$ cat src/logic/elastic_pkg.sv
package elastic_pkg;

    // Control codes of the 10-bit coded link
    localparam logic [9:0] comma_symbol = 10'h1BC;
    localparam logic [9:0] skip_symbol = 10'h1A1;

    typedef logic [9:0] symbol_t;

    // One symbol slot as it leaves the ingress stage
    typedef struct packed {
        symbol_t symbol;
        logic    valid;
    } lane_symbol_t;

    // Everything a lane hands to the status collector in one cycle
    typedef struct packed {
        symbol_t symbol;
        logic    skip_added;
        logic    skip_removed;
        logic    overflow;
        logic    underflow;
    } lane_report_t;

    // Read side watches for a comma, then a skip it may repeat
    typedef enum logic [1:0] {
        waiting_for_comma = 2'd0,
        comma_detected    = 2'd1,
        skip_and_stall    = 2'd2,
        skip_and_continue = 2'd3
    } read_state_t;

endpackage
$ cat src/logic/elastic_top.sv
`timescale 1ns/1ns

module elastic_top
    import elastic_pkg::*;
#(
    parameter int lane_count = 2,
    parameter int address_width = 4
) (
    input  logic                               local_clock,
    input  logic                               local_reset,
    input  lane_symbol_t [lane_count-1:0]      lane_in,
    input  logic         [lane_count-1:0]      lane_enable,
    output logic         [lane_count-1:0]      link_up,
    output symbol_t      [lane_count-1:0]      symbol_out,
    output logic         [lane_count-1:0]      skip_added,
    output logic         [lane_count-1:0]      overflow_seen,
    output logic         [lane_count-1:0]      underflow_seen,
    output logic         [lane_count-1:0][7:0] added_count,
    output logic         [lane_count-1:0][7:0] removed_count
);

    lane_symbol_t [lane_count-1:0] lane_symbol;
    lane_report_t [lane_count-1:0] lane_report;

    symbol_ingress #(
        .lane_count (lane_count)
    ) ingress_i (
        .local_clock (local_clock),
        .local_reset (local_reset),
        .lane_in     (lane_in),
        .lane_enable (lane_enable),
        .lane_out    (lane_symbol),
        .link_up     (link_up)
    );

    for (genvar lane = 0; lane < lane_count; lane++) begin : lanes
        lane_buffer #(
            .address_width (address_width)
        ) lane_i (
            .local_clock (local_clock),
            .local_reset (local_reset),
            .lane_in     (lane_symbol[lane]),
            .report      (lane_report[lane])
        );
    end

    lane_status #(
        .lane_count (lane_count)
    ) status_i (
        .local_clock    (local_clock),
        .local_reset    (local_reset),
        .report         (lane_report),
        .symbol_out     (symbol_out),
        .skip_added     (skip_added),
        .overflow_seen  (overflow_seen),
        .underflow_seen (underflow_seen),
        .added_count    (added_count),
        .removed_count  (removed_count)
    );

endmodule

$ cat src/logic/lane_status.sv
`timescale 1ns/1ns

module lane_status
    import elastic_pkg::*;
#(
    parameter int lane_count = 2
) (
    input  logic                               local_clock,
    input  logic                               local_reset,
    input  lane_report_t [lane_count-1:0]      report,
    output symbol_t      [lane_count-1:0]      symbol_out,
    output logic         [lane_count-1:0]      skip_added,
    output logic         [lane_count-1:0]      overflow_seen,
    output logic         [lane_count-1:0]      underflow_seen,
    output logic         [lane_count-1:0][7:0] added_count,
    output logic         [lane_count-1:0][7:0] removed_count
);

    always_ff @(posedge local_clock) begin
        for (int i = 0; i < lane_count; i++) begin
            symbol_out[i] <= report[i].symbol;
        end
    end

    always_ff @(posedge local_clock or negedge local_reset) begin
        if (!local_reset) begin
            skip_added <= '0;
            overflow_seen <= '0;
            underflow_seen <= '0;
        end else begin
            for (int i = 0; i < lane_count; i++) begin
                skip_added[i] <= report[i].skip_added;
                // Error flags stay set until the next reset
                if (report[i].overflow) begin
                    overflow_seen[i] <= 1'b1;
                end
                if (report[i].underflow) begin
                    underflow_seen[i] <= 1'b1;
                end
            end
        end
    end

    // Every cycle of skip_added puts one extra skip on the output
    always_ff @(posedge local_clock or negedge local_reset) begin
        if (!local_reset) begin
            added_count <= '0;
            removed_count <= '0;
        end else begin
            for (int i = 0; i < lane_count; i++) begin
                if (report[i].skip_added && added_count[i] != 8'hFF) begin
                    added_count[i] <= added_count[i] + 8'd1;
                end
                if (report[i].skip_removed && removed_count[i] != 8'hFF) begin
                    removed_count[i] <= removed_count[i] + 8'd1;
                end
            end
        end
    end

endmodule

$ cat src/logic/lane_buffer.sv
`timescale 1ns/1ns

module lane_buffer
    import elastic_pkg::*;
#(
    parameter int address_width = 4,
    parameter int add_threshold = 5,
    parameter int remove_threshold = 11
) (
    input  logic         local_clock,
    input  logic         local_reset,
    input  lane_symbol_t lane_in,
    output lane_report_t report
);

    logic                     write_enable;
    logic [address_width-1:0] write_address;
    symbol_t                  write_data;
    logic [address_width:0]   write_pointer;
    logic [address_width:0]   write_pointer_sync;
    logic [address_width:0]   read_pointer;
    logic [address_width-1:0] read_address;
    symbol_t                  read_data;
    logic                     skip_added;
    logic                     skip_removed;
    logic                     overflow;
    logic                     underflow;

    symbol_write #(
        .address_width    (address_width),
        .remove_threshold (remove_threshold)
    ) write_i (
        .local_clock   (local_clock),
        .local_reset   (local_reset),
        .lane_in       (lane_in),
        .read_pointer  (read_pointer),
        .write_enable  (write_enable),
        .write_address (write_address),
        .write_data    (write_data),
        .write_pointer (write_pointer),
        .skip_removed  (skip_removed),
        .overflow      (overflow)
    );

    // The read port is registered, so while the pointer is held the address
    // steps back one slot and the skip itself is read again
    assign read_address = read_pointer[address_width-1:0] -
                          {{(address_width-1){1'b0}}, skip_added};

    symbol_ram #(
        .address_width (address_width)
    ) ram_i (
        .local_clock        (local_clock),
        .local_reset        (local_reset),
        .write_enable       (write_enable),
        .write_address      (write_address),
        .write_data         (write_data),
        .write_pointer      (write_pointer),
        .read_address       (read_address),
        .read_data          (read_data),
        .write_pointer_sync (write_pointer_sync)
    );

    buffer_read #(
        .address_width (address_width),
        .add_threshold (add_threshold)
    ) read_i (
        .local_clock        (local_clock),
        .local_reset        (local_reset),
        .data_out           (read_data),
        .write_pointer_sync (write_pointer_sync),
        .read_pointer       (read_pointer),
        .skip_added         (skip_added),
        .underflow          (underflow)
    );

    assign report = '{
        symbol:       read_data,
        skip_added:   skip_added,
        skip_removed: skip_removed,
        overflow:     overflow,
        underflow:    underflow
    };

endmodule

$ cat src/logic/buffer_read.sv
`timescale 1ns/1ns

module buffer_read
    import elastic_pkg::*;
#(
    parameter int address_width = 4,
    parameter int add_threshold = 5
) (
    input  logic                   local_clock,
    input  logic                   local_reset,
    input  symbol_t                data_out,
    input  logic [address_width:0] write_pointer_sync,
    output logic [address_width:0] read_pointer,
    output logic                   skip_added,
    output logic                   underflow
);

    localparam int depth = 1 << address_width;
    localparam int start_delay = 7;

    read_state_t              current_state;
    read_state_t              next_state;
    logic                     empty;
    logic                     prev_empty;
    logic [address_width-1:0] fill_level;
    logic [2:0]               start_count;

    always_ff @(posedge local_clock or negedge local_reset) begin
        if (!local_reset) begin
            current_state <= waiting_for_comma;
        end else begin
            current_state <= next_state;
        end
    end

    // A skip right after a comma is stretched when the buffer runs low
    always_comb begin
        skip_added = 1'b0;
        next_state = waiting_for_comma;
        case (current_state)
            waiting_for_comma: begin
                if (data_out == comma_symbol) begin
                    next_state = comma_detected;
                end
            end
            comma_detected: begin
                if (data_out == skip_symbol && fill_level < add_threshold) begin
                    next_state = skip_and_stall;
                    skip_added = 1'b1;
                end
            end
            skip_and_stall: begin
                next_state = skip_and_continue;
                skip_added = 1'b1;
            end
            skip_and_continue: begin
                next_state = waiting_for_comma;
            end
            default: begin
                next_state = waiting_for_comma;
            end
        endcase
    end

    // Give the write side a head start before reading begins
    always_ff @(posedge local_clock or negedge local_reset) begin
        if (!local_reset) begin
            start_count <= '0;
        end else if (start_count < start_delay) begin
            start_count <= start_count + 3'd1;
        end
    end

    always_ff @(posedge local_clock or negedge local_reset) begin
        if (!local_reset) begin
            read_pointer <= '0;
        end else if (start_count == start_delay && !skip_added) begin
            read_pointer <= read_pointer + 1'b1;
        end
    end

    always_ff @(posedge local_clock or negedge local_reset) begin
        if (!local_reset) begin
            fill_level <= '0;
        end else begin
            fill_level <= write_pointer_sync[address_width-1:0] -
                          read_pointer[address_width-1:0];
        end
    end

    // Reading past the write pointer shows up as an empty buffer then a fill of depth-1
    always_ff @(posedge local_clock or negedge local_reset) begin
        if (!local_reset) begin
            empty <= 1'b0;
            prev_empty <= 1'b0;
            underflow <= 1'b0;
        end else begin
            empty <= write_pointer_sync == read_pointer;
            prev_empty <= empty;
            underflow <= prev_empty && fill_level == address_width'(depth - 1);
        end
    end

endmodule

$ cat src/logic/symbol_ram.sv
`timescale 1ns/1ns

module symbol_ram
    import elastic_pkg::*;
#(
    parameter int address_width = 4
) (
    input  logic                     local_clock,
    input  logic                     local_reset,
    input  logic                     write_enable,
    input  logic [address_width-1:0] write_address,
    input  symbol_t                  write_data,
    input  logic [address_width:0]   write_pointer,
    input  logic [address_width-1:0] read_address,
    output symbol_t                  read_data,
    output logic [address_width:0]   write_pointer_sync
);

    localparam int depth = 1 << address_width;

    symbol_t                mem [depth];
    logic [address_width:0] write_pointer_meta;

    always_ff @(posedge local_clock) begin
        if (write_enable) begin
            mem[write_address] <= write_data;
        end
        read_data <= mem[read_address];
    end

    // Two stages, as if the pointer crossed from a recovered clock
    always_ff @(posedge local_clock or negedge local_reset) begin
        if (!local_reset) begin
            write_pointer_meta <= '0;
            write_pointer_sync <= '0;
        end else begin
            write_pointer_meta <= write_pointer;
            write_pointer_sync <= write_pointer_meta;
        end
    end

endmodule

$ cat src/logic/symbol_write.sv
`timescale 1ns/1ns

module symbol_write
    import elastic_pkg::*;
#(
    parameter int address_width = 4,
    parameter int remove_threshold = 11
) (
    input  logic                     local_clock,
    input  logic                     local_reset,
    input  lane_symbol_t             lane_in,
    input  logic [address_width:0]   read_pointer,
    output logic                     write_enable,
    output logic [address_width-1:0] write_address,
    output symbol_t                  write_data,
    output logic [address_width:0]   write_pointer,
    output logic                     skip_removed,
    output logic                     overflow
);

    localparam int depth = 1 << address_width;

    logic                     after_comma;
    logic [address_width-1:0] fill;
    logic                     drop_skip;
    logic                     buffer_full;

    // Fill is taken modulo the buffer depth, the same way the read side does it
    assign fill = write_pointer[address_width-1:0] - read_pointer[address_width-1:0];

    assign drop_skip = lane_in.valid && after_comma && lane_in.symbol == skip_symbol &&
                       fill >= remove_threshold;
    assign buffer_full = fill == address_width'(depth - 1);

    assign write_enable = lane_in.valid && !drop_skip && !buffer_full;
    assign overflow = lane_in.valid && !drop_skip && buffer_full;
    assign skip_removed = drop_skip;

    assign write_address = write_pointer[address_width-1:0];
    assign write_data = lane_in.symbol;

    always_ff @(posedge local_clock or negedge local_reset) begin
        if (!local_reset) begin
            after_comma <= 1'b0;
        end else if (lane_in.valid) begin
            // Only the symbol right after a comma is a candidate for removal
            after_comma <= lane_in.symbol == comma_symbol;
        end
    end

    always_ff @(posedge local_clock or negedge local_reset) begin
        if (!local_reset) begin
            write_pointer <= '0;
        end else if (write_enable) begin
            write_pointer <= write_pointer + 1'b1;
        end
    end

endmodule

$ cat src/logic/symbol_ingress.sv
`timescale 1ns/1ns

module symbol_ingress
    import elastic_pkg::*;
#(
    parameter int lane_count = 2
) (
    input  logic                           local_clock,
    input  logic                           local_reset,
    input  lane_symbol_t [lane_count-1:0] lane_in,
    input  logic         [lane_count-1:0] lane_enable,
    output lane_symbol_t [lane_count-1:0] lane_out,
    output logic         [lane_count-1:0] link_up
);

    localparam int link_commas = 4;

    logic [lane_count-1:0][2:0] comma_count;

    always_ff @(posedge local_clock or negedge local_reset) begin
        if (!local_reset) begin
            lane_out <= '0;
            comma_count <= '0;
        end else begin
            for (int i = 0; i < lane_count; i++) begin
                lane_out[i].symbol <= lane_in[i].symbol;
                lane_out[i].valid <= lane_in[i].valid && lane_enable[i];
                // A disabled lane starts link training from scratch
                if (!lane_enable[i]) begin
                    comma_count[i] <= '0;
                end else if (lane_in[i].valid && lane_in[i].symbol == comma_symbol &&
                             comma_count[i] != 3'(link_commas)) begin
                    comma_count[i] <= comma_count[i] + 3'd1;
                end
            end
        end
    end

    always_comb begin
        for (int i = 0; i < lane_count; i++) begin
            link_up[i] = comma_count[i] == 3'(link_commas);
        end
    end

endmodule

$ cat config.mk
export PLATFORM = sky130hd
export DESIGN_NAME = elastic_top
export DESIGN_NICKNAME = d
export VERILOG_FILES = /design/src/logic/elastic_pkg.sv /design/src/logic/elastic_top.sv /design/src/logic/lane_status.sv /design/src/logic/lane_buffer.sv /design/src/logic/buffer_read.sv /design/src/logic/symbol_ram.sv /design/src/logic/symbol_write.sv /design/src/logic/symbol_ingress.sv
export SDC_FILE = /design/constraint.sdc
export NUM_CORES = 1
export LEC_CHECK = 0
export BUFFER_PORTS_ARGS = -buffer_cell sky130_fd_sc_hd__buf_2
export CORE_ASPECT_RATIO = 1.1
export CORE_MARGIN = 1
export CORE_UTILIZATION = 42
export CTS_BUF_LIST = sky130_fd_sc_hd__clkbuf_2
export CTS_CLUSTER_SIZE = 25
export DETAILED_ROUTE_END_ITERATION = 6
export GPL_TIMING_DRIVEN = 1
export MAX_ROUTING_LAYER = met4
export PLACE_DENSITY = 0.69
export SKIP_CTS_REPAIR_TIMING = 1
export SKIP_LAST_GASP = 1
export SLEW_MARGIN = 20
export SYNTH_ARGS = -nofsm -noshare
export SYNTH_HDL_FRONTEND = slang
export SYNTH_HIERARCHICAL = 1
export SYNTH_SLANG_ARGS = --single-unit
export TNS_END_PERCENT = 50
$ cat constraint.sdc
create_clock -name local_clock -period 3.8 [get_ports local_clock]
set_input_delay 0.95 -clock local_clock [delete_from_list [all_inputs] [get_ports local_clock]]
set_output_delay 0.95 -clock local_clock [all_outputs]
set_load 0.01 [all_outputs]
==> impl_metrics.env, run 1 <==
export IMPL_required_ps=4500
export IMPL_synthArstFlopShare_pct=26.8
export IMPL_power_density_nw_per_um2=514
export IMPL_crit_arrival_ps=4040
export IMPL_synth_cell_type_count=85
export IMPL_p_int_w=0.00821
export IMPL_period_needed_ps=3330
export IMPL_grt_pass1_vias=10900
export IMPL_drv_slew=0
export IMPL_path_delay_family="simple AND/OR/NAND/NOR gates"
export IMPL_critPathMaxStageDelay_ps=770
export IMPL_final_cells=2068
export IMPL_r2r_end="lanes[0].lane_i/ram_i/mem[7][6]$_DFFE_PP_"
export IMPL_path_buf_inv=2
export IMPL_syn_to_final_growth_pct=12.7
export IMPL_clockPowerShare_pct=29.9
export IMPL_cts_inserted_buffers=119
export IMPL_path_max_fanout=10
export IMPL_synth_most_common_cell="edfxtp_1"
export IMPL_min_delay_start="lane_enable[1]"
export IMPL_track_usage_pct=16.9
export IMPL_viasPerCell=5.15
export IMPL_combPwrFrac_pct=12.0
export IMPL_synth_area_um2=19800
export IMPL_yosys_register_bits=492
export IMPL_relSlewSlack_pct=33.6
export IMPL_grt_setup_unrepaired="no"
export IMPL_grt_start_max_net_pins=68
export IMPL_io_buffer_count=85
export IMPL_wl_um=38400
export IMPL_placed_area_um2=20900
export IMPL_yosysSeqAreaShare_pct=69.3
export IMPL_ios=86
export IMPL_crit_top_cell="inv_1"
export IMPL_num_rows=83
export IMPL_end_kind="flip-flop"
export IMPL_cp_cell_sequence="inv_1 > ha_1 > inv_1 > fa_1 > xor2_1 > and2_1 > o32ai_1 > a211o_1 > nand3b_1 > nor2_1"
export IMPL_ant_nets=0
export IMPL_initial_core_util_pct=42.5
export IMPL_remaining_drc_errors=0
export IMPL_p_leak_nw=8.60
export IMPL_syn_inst=1148
export IMPL_seqPwrFrac_pct=58.1
export IMPL_htreeDepth=3
export IMPL_fmax_mhz=300
export IMPL_r2r_start="lanes[0].lane_i/write_i/write_pointer[0]$_DFFE_PN0P_"
export IMPL_hold_slack_ps=95.0
export IMPL_tns_ps=0
export IMPL_vias=10700
export IMPL_hold_depth=3
export IMPL_hold_viol_final=0
export IMPL_fin_area_um2=22300
export IMPL_dp_hpwl_um=24400
export IMPL_p_total_w=0.0115
export IMPL_clock_path_buffers=3
export IMPL_numPlacedInstances=1813
export IMPL_ir_worst_vdd_mv=0.308
export IMPL_die_h_um=230
export IMPL_p_switching_w=0.00325
export IMPL_overflow=0
export IMPL_slowest_stage="nor2_1"
export IMPL_synth_area_top_cells="edfxtp_1 49%, dfrtp_1 17%, mux4_2 6.4%, dfxtp_1 4.0%, mux4_1 3.2%"
export IMPL_hold_path_class="input pin to flip-flop"
export IMPL_synth_top_area_share_pct=48.5
export IMPL_synthFlopType="edfxtp_1"
export IMPL_avgSynthCellArea_um2=17.2
export IMPL_drtIter0Drc=696
export IMPL_p_sw_share_pct=28.4
export IMPL_root_buffer="clkbuf_2"
export IMPL_antenna_found_initial=5
export IMPL_path_clk_slew_ps=110
export IMPL_gp_congestion=0.778
export IMPL_core_area_um2=46600
export IMPL_die_area_um2=48000
export IMPL_syn_nets=1216
export IMPL_fin_crit_sh_pct=87.7
export IMPL_worst_path_stages=10
export IMPL_synth_edf_count=320
export IMPL_finalSetupViolations=0
export IMPL_cts_sinks=492
export IMPL_insertion_delay_ps=1170
export IMPL_synthTopCellsByCount="320 x edfxtp_1, 132 x dfrtp_1, 69 x nand2_1"
export IMPL_yosysWarnings=6
export IMPL_cap_violations=0
export IMPL_min_to="ingress_i/comma_count[5]$_DFFE_PN0P_"
export IMPL_path_class="flip-flop to flip-flop"
export IMPL_nNetsFinal=1429
export IMPL_finalClockSkew_ps=105
export IMPL_synth_largest_area_cell="edfxtp_1"
export IMPL_worstSetupStartpointType="flip-flop"
export IMPL_wire_per_inst_um=18.6
export IMPL_worstRegToRegCells=10
export IMPL_die_x_um=209
export IMPL_grt_pass1_wl_um=60400
export IMPL_r2r_setup_slack_ps=470
export IMPL_first_pass_iters=5
export IMPL_drive_gt1_share_pct=29.4
export IMPL_cts_tree="yes"
export IMPL_worst_pin_slew_ps=992
export IMPL_status="finished clean"
## layout by cell type (no fill, tap or decap), types with 22 or more instances in the layout
cell type,n
dlygate4sd3_1,22
mux4_2,56
a22oi_1,40
edfxtp_1,320
nand2_1,69
nor2_1,38
xnor2_1,22
a21oi_1,22
inv_1,47
buf_2,84
dfrtp_1,132
mux4_1,24
xor2_1,25
dfxtp_1,40
clkbuf_2,168
buf_4,42
ha_1,38
clkinv_1,37
## sequential cells by signal, summed over array words and instances (netlist names), 6 cells and up, named ones only
register and count:
lanes.lane_i/ram_i/read_data 20, lanes.lane_i/ram_i/write_pointer_sync 10, ingress_i/lane_out 22, lanes.lane_i/ram_i/write_pointer_meta 10, lanes.lane_i/read_i/read_pointer 10, status_i/added_count 16, lanes.lane_i/read_i/fill_level 8, status_i/removed_count 16
lanes.lane_i/ram_i/mem 320, lanes.lane_i/read_i/start_count 6, status_i/symbol_out 20, ingress_i/comma_count 6, lanes.lane_i/write_i/write_pointer 10
## power groups by stage
stage / clock (W) / combinational (W) / sequential [W]
after floorplan: 0 / 0.000946 / 0.00670
after global placement: 0 / 0.00134 / 0.00676
after detailed placement: 0 / 0.00136 / 0.00679
after CTS: 0.00357 / 0.00137 / 0.00667
after global routing: 0.00384 / 0.00153 / 0.00673
final: 0.00343 / 0.00137 / 0.00666
## through the flow
stage	setup slack (ps)	utilization, %
after floorplan	323	-
after global placement	467	44.9
after detailed placement	404	44.9
after CTS	420	47.3
after global routing	252	47.8
final	467	47.8
## cell families after synthesis
kind of cell | Yosys count | share of synthesized area, %
DFF | 492 | 69.3
and+or+nand+nor | 244 | 7.75
buffers and inverters | 111 | 3.19
AOI/OAI and AO/OA | 109 | 4.08
muxes | 103 | 10.8
xor gates and xnor gates | 47 | 2.08
adders and majority gates | 42 | 2.81
## layer usage
layer	vias to the layer above	routed length (µm)	share of wire (%)	GRT usage (%)
met5	-	0	0	-
met4	0	670	1.7	6.00
met1	5410	16300	42	20.8
met2	268	19400	50	27.0
met3	53	2080	5.4	4.44
li1	4921	-	-	-
## worst min-delay path, cell delays in order
cell,delay [ps]
buf_2,140
nand2_1,60
mux2i_1,50
## how the worst max path moves through the flow
stage,start,endpoint,slack (ps)
global placement,lanes[1].lane_i/read_i/fill_level[3]$_DFF_PN0_,lanes[1].lane_i/ram_i/read_data[7]$_DFF_P_,470
CTS,lanes[1].lane_i/read_i/fill_level[3]$_DFF_PN0_,lanes[1].lane_i/ram_i/read_data[8]$_DFF_P_,420
detailed placement,lanes[1].lane_i/read_i/fill_level[3]$_DFF_PN0_,lanes[1].lane_i/ram_i/read_data[9]$_DFF_P_,400
floorplan,lanes[0].lane_i/write_i/write_pointer[0]$_DFFE_PN0P_,lanes[0].lane_i/ram_i/mem[0][0]$_DFFE_PP_,320
finish,lanes[0].lane_i/write_i/write_pointer[0]$_DFFE_PN0P_,lanes[0].lane_i/ram_i/mem[7][6]$_DFFE_PP_,470
global route,lanes[1].lane_i/read_i/fill_level[3]$_DFF_PN0_,lanes[1].lane_i/ram_i/read_data[4]$_DFF_P_,250
## final cells by class
type,count,area (µm²)
inverter,49,184
tap,595,744
clock inverter,56,279
fill,3980,24300
antenna,9,22.5
sequential,492,13700
multi-input combinational,545,5450
timing repair buffer,154,1070
clock buffer,168,841
No activity file was read; power rests on OpenSTA's default activity.
==> run 2, diff against run 1 <==
--- a/config.mk
+++ b/config.mk
@@ -15,6 +15,7 @@
 export GPL_TIMING_DRIVEN = 1
 export MAX_ROUTING_LAYER = met4
 export PLACE_DENSITY = 0.69
+export RECOVER_POWER = 50
 export SKIP_CTS_REPAIR_TIMING = 1
 export SKIP_LAST_GASP = 1
 export SLEW_MARGIN = 20
==> impl_metrics.env, run 2 (synthesis results as in run 1) <==
export IMPL_fin_crit_sh_pct=88.3
export IMPL_wire_per_inst_um=18.5
export IMPL_cap_violations=1
export IMPL_gp_congestion=0.778
export IMPL_grt_pass1_vias=10900
export IMPL_relSlewSlack_pct=-21.4
export IMPL_antenna_found_initial=5
export IMPL_first_pass_iters=5
export IMPL_die_area_um2=48000
export IMPL_vias=10600
export IMPL_dp_hpwl_um=24400
export IMPL_top_regs="lanes.lane_i/ram_i/mem x320, ingress_i/lane_out x22"
export IMPL_hold_viol_final=0
export IMPL_worstSetupStartpointType="flip-flop"
export IMPL_cts_inserted_buffers=119
export IMPL_nNetsFinal=1429
export IMPL_finalSetupViolations=0
export IMPL_root_buffer="clkbuf_2"
export IMPL_p_leak_nw=8.50
export IMPL_r2r_start="lanes[0].lane_i/write_i/write_pointer[1]$_DFFE_PN0P_"
export IMPL_grt_pass1_wl_um=60400
export IMPL_min_delay_start="lane_enable[1]"
export IMPL_required_ps=4770
export IMPL_power_density_nw_per_um2=515
export IMPL_seqPwrFrac_pct=58.2
export IMPL_insertion_delay_ps=1160
export IMPL_wl_um=38300
export IMPL_largest_register_ffs=320
export IMPL_tns_ps=0
export IMPL_p_int_w=0.00819
export IMPL_p_total_w=0.0114
export IMPL_finalClockSkew_ps=98.5
export IMPL_drtIter0Drc=717
export IMPL_crit_arrival_ps=4330
export IMPL_worst_pin_slew_ps=1820
export IMPL_core_area_um2=46600
export IMPL_hold_depth=3
export IMPL_multi_input_area_um2=5450
export IMPL_final_cell_mix="320 x edfxtp_1, 169 x clkbuf_2, 132 x dfrtp_1"
export IMPL_path_class="flip-flop to flip-flop"
export IMPL_clock_path_buffers=3
export IMPL_regArea_um2=13700
export IMPL_fmax_mhz=298
export IMPL_cts_sinks=492
export IMPL_num_rows=83
export IMPL_status="complete, but fails checks"
export IMPL_ir_worst_vdd_mv=0.308
export IMPL_r2r_setup_slack_ps=440
export IMPL_ios=86
export IMPL_initial_core_util_pct=42.5
export IMPL_drive_gt1_share_pct=27.3
export IMPL_die_h_um=230
export IMPL_worstRegToRegCells=10
export IMPL_min_to="ingress_i/comma_count[5]$_DFFE_PN0P_"
export IMPL_cts_tree="yes"
export IMPL_remaining_drc_errors=0
export IMPL_grt_start_max_net_pins=68
export IMPL_path_max_fanout=12
export IMPL_n_fill_cell=4000
export IMPL_period_needed_ps=3360
export IMPL_violations="capacitance limit, slew limit"
export IMPL_hold_path_class="input pin to flip-flop"
export IMPL_io_buffer_count=85
export IMPL_end_kind="flip-flop"
export IMPL_final_common_cell="edfxtp_1"
export IMPL_p_sw_share_pct=28.4
export IMPL_combPwrFrac_pct=11.8
export IMPL_die_x_um=209
export IMPL_regMostFlops="lanes.lane_i/ram_i/mem"
export IMPL_track_usage_pct=16.9
export IMPL_overflow=0
export IMPL_grt_setup_unrepaired="no"
export IMPL_ant_nets=0
export IMPL_p_switching_w=0.00325
export IMPL_clockPowerShare_pct=29.9
export IMPL_viasPerCell=5.14
export IMPL_drv_slew=66
export IMPL_syn_to_final_growth_pct=12.3
export IMPL_r2r_end="status_i/removed_count[7]$_DFFE_PN0P_"
export IMPL_htreeDepth=3
export IMPL_path_clk_slew_ps=110
==> run 2: layout make-up <==
cell class | count | area share, %
antenna | 9 | 0.101
multi-input combinational | 545 | 24.5
sequential | 492 | 61.7
inverter | 49 | 0.827
clock buffer | 168 | 3.78
tap | 595 | 3.35
timing repair buffer | 154 | 4.50
clock inverter | 56 | 1.25
==> run 2: routing by layer <==
| layer | global-route usage (%) | wire (µm) | vias up |
|---|---|---|---|
| met4 | 6.00 | 689 | 0 |
| met3 | 4.44 | 2240 | 54 |
| li1 | - | - | 4929 |
| met2 | 27.0 | 19300 | 295 |
| met5 | - | 0 | - |
| met1 | 20.8 | 16100 | 5349 |
==> run 2: power by group through the flow <==
stage / sequential (W) / combinational (W) / clock (W)
after global placement: 0.00676 / 0.00134 / 0
after detailed placement: 0.00679 / 0.00136 / 0
final: 0.00666 / 0.00135 / 0.00342
after floorplan: 0.00670 / 0.000946 / 0
after global routing: 0.00673 / 0.00151 / 0.00384
after CTS: 0.00667 / 0.00137 / 0.00357
==> run 2: how the worst max path moves through the flow <==
stage                                                         startpoint  depth (start not counted)  slack (ps)                                    endpoint
detailed placement        lanes[1].lane_i/read_i/fill_level[3]$_DFF_PN0_                          9         400  lanes[1].lane_i/ram_i/read_data[9]$_DFF_P_
global route              lanes[1].lane_i/read_i/fill_level[3]$_DFF_PN0_                          9         250  lanes[1].lane_i/ram_i/read_data[4]$_DFF_P_
CTS                       lanes[1].lane_i/read_i/fill_level[3]$_DFF_PN0_                          9         420  lanes[1].lane_i/ram_i/read_data[8]$_DFF_P_
global placement          lanes[1].lane_i/read_i/fill_level[3]$_DFF_PN0_                          9         470  lanes[1].lane_i/ram_i/read_data[7]$_DFF_P_
finish              lanes[0].lane_i/write_i/write_pointer[1]$_DFFE_PN0P_                         10         440       status_i/removed_count[7]$_DFFE_PN0P_
floorplan           lanes[0].lane_i/write_i/write_pointer[0]$_DFFE_PN0P_                         10         320   lanes[0].lane_i/ram_i/mem[0][0]$_DFFE_PP_
==> run 2: worst max-delay path, cell delays in order (launching register included) <==
cell      delay [ps]
dfrtp_1          400
clkbuf_1         420
ha_1             320
nand3b_1          80
nand2_1          110
xnor2_1          400
nor3b_1          460
buf_4            250
nand4_2          170
nor3_2           210
mux2_2           350
==> run 2: stage by stage <==
| step | utilization [%] | setup WS, ps | cell area (µm²) | hold WS, ps | cells |
|---|---|---|---|---|---|
| after floorplan | - | 323 | 19800 | 324 | 1148 |
| after global placement | 44.9 | 467 | 20900 | 333 | 1813 |
| after detailed placement | 44.9 | 404 | 20900 | 335 | 1813 |
| after CTS | 47.3 | 420 | 22100 | -314 | 2037 |
| after global routing | 47.7 | 252 | 22200 | 37.9 | 2068 |
| final | 47.7 | 444 | 22200 | 89.2 | 2068 |
==> run 3, diff against run 2 <==
--- a/config.mk
+++ b/config.mk
@@ -5,6 +5,7 @@
 export SDC_FILE = /design/constraint.sdc
 export NUM_CORES = 1
 export LEC_CHECK = 0
+export ABC_AREA = 1
 export BUFFER_PORTS_ARGS = -buffer_cell sky130_fd_sc_hd__buf_2
 export CORE_ASPECT_RATIO = 1.1
 export CORE_MARGIN = 1
==> impl_metrics.env, run 3 <==
export IMPL_num_rows=87
export IMPL_final_core_util_pct=47.1
export IMPL_die_h_um=242
export IMPL_worstRegToRegCells=13
export IMPL_ir_worst_vdd_mv=0.314
export IMPL_crit_arrival_ps=4000
export IMPL_clock_path_buffers=3
export IMPL_synth_area_um2=21900
export IMPL_grt_setup_unrepaired="no"
export IMPL_cts_inserted_buffers=130
export IMPL_synthFlopType="edfxtp_1"
export IMPL_regArea_um2=13700
export IMPL_core_area_um2=51400
export IMPL_nNetsFinal=2482
export IMPL_cp_cell_sequence="inv_1 > ha_1 > inv_1 > fa_1 > inv_1 > nor2_1 > nor2_1 > nor2_4 > nand2_4 > nand3_4 > inv_2 > nand3_1 > nor2_1"
export IMPL_grt_pass1_vias=15600
export IMPL_remaining_drc_errors=6
export IMPL_wl_um=50300
export IMPL_path_class="flip-flop to flip-flop"
export IMPL_avgSynthCellArea_um2=9.84
export IMPL_insertion_delay_ps=1190
export IMPL_critPathMaxStageDelay_ps=720
export IMPL_cap_violations=1
export IMPL_multi_input_area_um2=6020
export IMPL_drv_slew=74
export IMPL_synth_top_area_share_pct=43.9
export IMPL_track_usage_pct=19.8
export IMPL_synth_edf_count=320
export IMPL_io_buffer_count=85
export IMPL_yosysWarnings=6
export IMPL_vias=15600
export IMPL_regMostFlops="lanes.lane_i/ram_i/mem"
export IMPL_syn_nets=2295
export IMPL_ios=86
export IMPL_grt_pass1_wl_um=78900
export IMPL_p_leak_nw=11.4
export IMPL_synthArstFlopShare_pct=26.8
export IMPL_root_buffer="clkbuf_2"
export IMPL_ant_nets=0
export IMPL_end_kind="flip-flop"
export IMPL_final_common_cell="nand2_1"
export IMPL_path_max_fanout=10
export IMPL_violations="DRC, capacitance limit, slew limit"
export IMPL_die_area_um2=53100
export IMPL_cts_tree="yes"
export IMPL_relSlewSlack_pct=-25.6
export IMPL_wire_per_inst_um=15.8
export IMPL_hold_viol_final=0
export IMPL_final_cell_mix="658 x nand2_1, 376 x inv_1, 320 x edfxtp_1"
export IMPL_period_needed_ps=3220
export IMPL_hold_path_class="flip-flop to flip-flop"
export IMPL_status="complete, but fails checks"
export IMPL_finalSetupViolations=0
export IMPL_die_x_um=220
export IMPL_worst_pin_slew_ps=1880
export IMPL_antenna_found_initial=2
export IMPL_syn_inst=2227
export IMPL_n_fill_cell=4796
export IMPL_first_pass_iters=7
export IMPL_slowest_stage="nor2_1"
export IMPL_yosys_register_bits=492
export IMPL_synth_area_top_cells="edfxtp_1 44%, dfrtp_1 15%, nand2_1 11%, nand3_1 6.8%, inv_1 6.5%"
export IMPL_power_density_nw_per_um2=458
export IMPL_htreeDepth=4
export IMPL_drive_gt1_share_pct=15.2
export IMPL_finalClockSkew_ps=96.3
export IMPL_synthTopCellsByCount="658 x nand2_1, 378 x inv_1, 320 x edfxtp_1"
export IMPL_overflow=0
export IMPL_initial_core_util_pct=42.6
export IMPL_tns_ps=0
export IMPL_top_regs="lanes.lane_i/ram_i/mem x320, ingress_i/lane_out x22"
export IMPL_largest_register_ffs=320
export IMPL_grt_start_max_net_pins=81
export IMPL_worstSetupStartpointType="flip-flop"
export IMPL_cts_sinks=492
export IMPL_syn_to_final_growth_pct=10.6
export IMPL_synth_largest_area_cell="edfxtp_1"
export IMPL_dp_hpwl_um=32000
export IMPL_synth_most_common_cell="nand2_1"
export IMPL_viasPerCell=4.88
export IMPL_fin_crit_sh_pct=84.8
export IMPL_fmax_mhz=310
export IMPL_required_ps=4570
export IMPL_hold_depth=0
export IMPL_yosysSeqAreaShare_pct=62.6
export IMPL_path_clk_slew_ps=100
export IMPL_gp_congestion=0.898
export IMPL_drtIter0Drc=1323
export IMPL_synth_cell_type_count=37
## run 3: cell count changes after synthesis, sizes merged, moves of 32 or more
| cell | before | now |
|---|---|---|
| buf | 58 | 90 |
| a22oi | 40 | 0 |
| nor2 | 38 | 126 |
| nand3 | 18 | 302 |
| inv | 49 | 390 |
| mux4 | 80 | 0 |
| nand2 | 69 | 684 |
## run 3: path summary, 6_finish.rpt
| path | startpoint | end | slack (ps) |
|---|---|---|---|
| max | lanes[0].lane_i/write_i/write_pointer[0]$_DFFE_PN0P_ | lanes[0].lane_i/ram_i/mem[15][5]$_DFFE_PP_ | 580 |
| min | lanes[0].lane_i/ram_i/read_data[7]$_DFF_P_ | status_i/symbol_out[7]$_DFF_P_ | 330 |
| max reg2reg | lanes[0].lane_i/write_i/write_pointer[0]$_DFFE_PN0P_ | lanes[0].lane_i/ram_i/mem[15][5]$_DFFE_PP_ | 580 |
| min reg2reg | lanes[0].lane_i/ram_i/read_data[7]$_DFF_P_ | status_i/symbol_out[7]$_DFF_P_ | 330 |
| max in group asynchronous | local_reset | ingress_i/lane_out[5]$_DFF_PN0_ | 1760 |
| min in group asynchronous | local_reset | status_i/underflow_seen[1]$_DFFE_PN0P_ | 810 |
## run 3: cell families after synthesis
logic type / count (synthesis) / share of synthesized area (%)
flip-flops: 492 / 62.6
buffers and inverters: 492 / 9.90
XOR/XNOR: 32 / 1.28
AND/OR/NAND/NOR: 1143 / 23.0
AO/OA/AOI/OAI: 26 / 0.685
adder cells (fa/ha/maj): 42 / 2.54
## run 3: layout make-up
class                   count  share of cell area (%)
diodes                      3                  0.0310
clock inverters            35                   0.822
flip-flops and latches    492                    56.6
well taps                 667                    3.45
clock buffers             198                    4.09
inverters                 392                    6.13
multi-input cells        1243                    24.9
repair buffers            155                    3.98
## run 3: metal layers
metal  wire length [µm]  track usage [%]
met1              20500             23.2
met4               1670             8.99
met2              25100             32.1
met3               3040             4.64
met5                  0                -
## run 3: critical path: cells and delay by family, from the launching register on
family | cells | cell delay [ps]
flops | 1 | 480
buf+inv | 4 | 380
fa+ha+maj | 2 | 630
simple gates | 7 | 1370
## run 3: where the power goes
part / leakage, nW / total [W] / internal (W) / switching (W)
Sequential: 4.91 / 0.00634 / 0.00609 / 0.000253
Combinational: 5.56 / 0.00112 / 0.000388 / 0.000728
Clock: 0.920 / 0.00363 / 0.00152 / 0.00210
Total: 11.4 / 0.0111 / 0.00800 / 0.00308
## run 3: stage by stage
stage	hold slack, ps	power [W]	area, µm²	instances	setup slack [ps]
6_report	333	0.0111	24200	3185	578
5_1_grt	317	0.0117	24200	3185	288
3_5_place_dp	335	0.00756	22800	2923	602
3_3_place_gp	332	0.00751	22800	2923	740
4_1_cts	-376	0.0112	24000	3156	586
2_1_floorplan	331	0.00719	21900	2227	1080
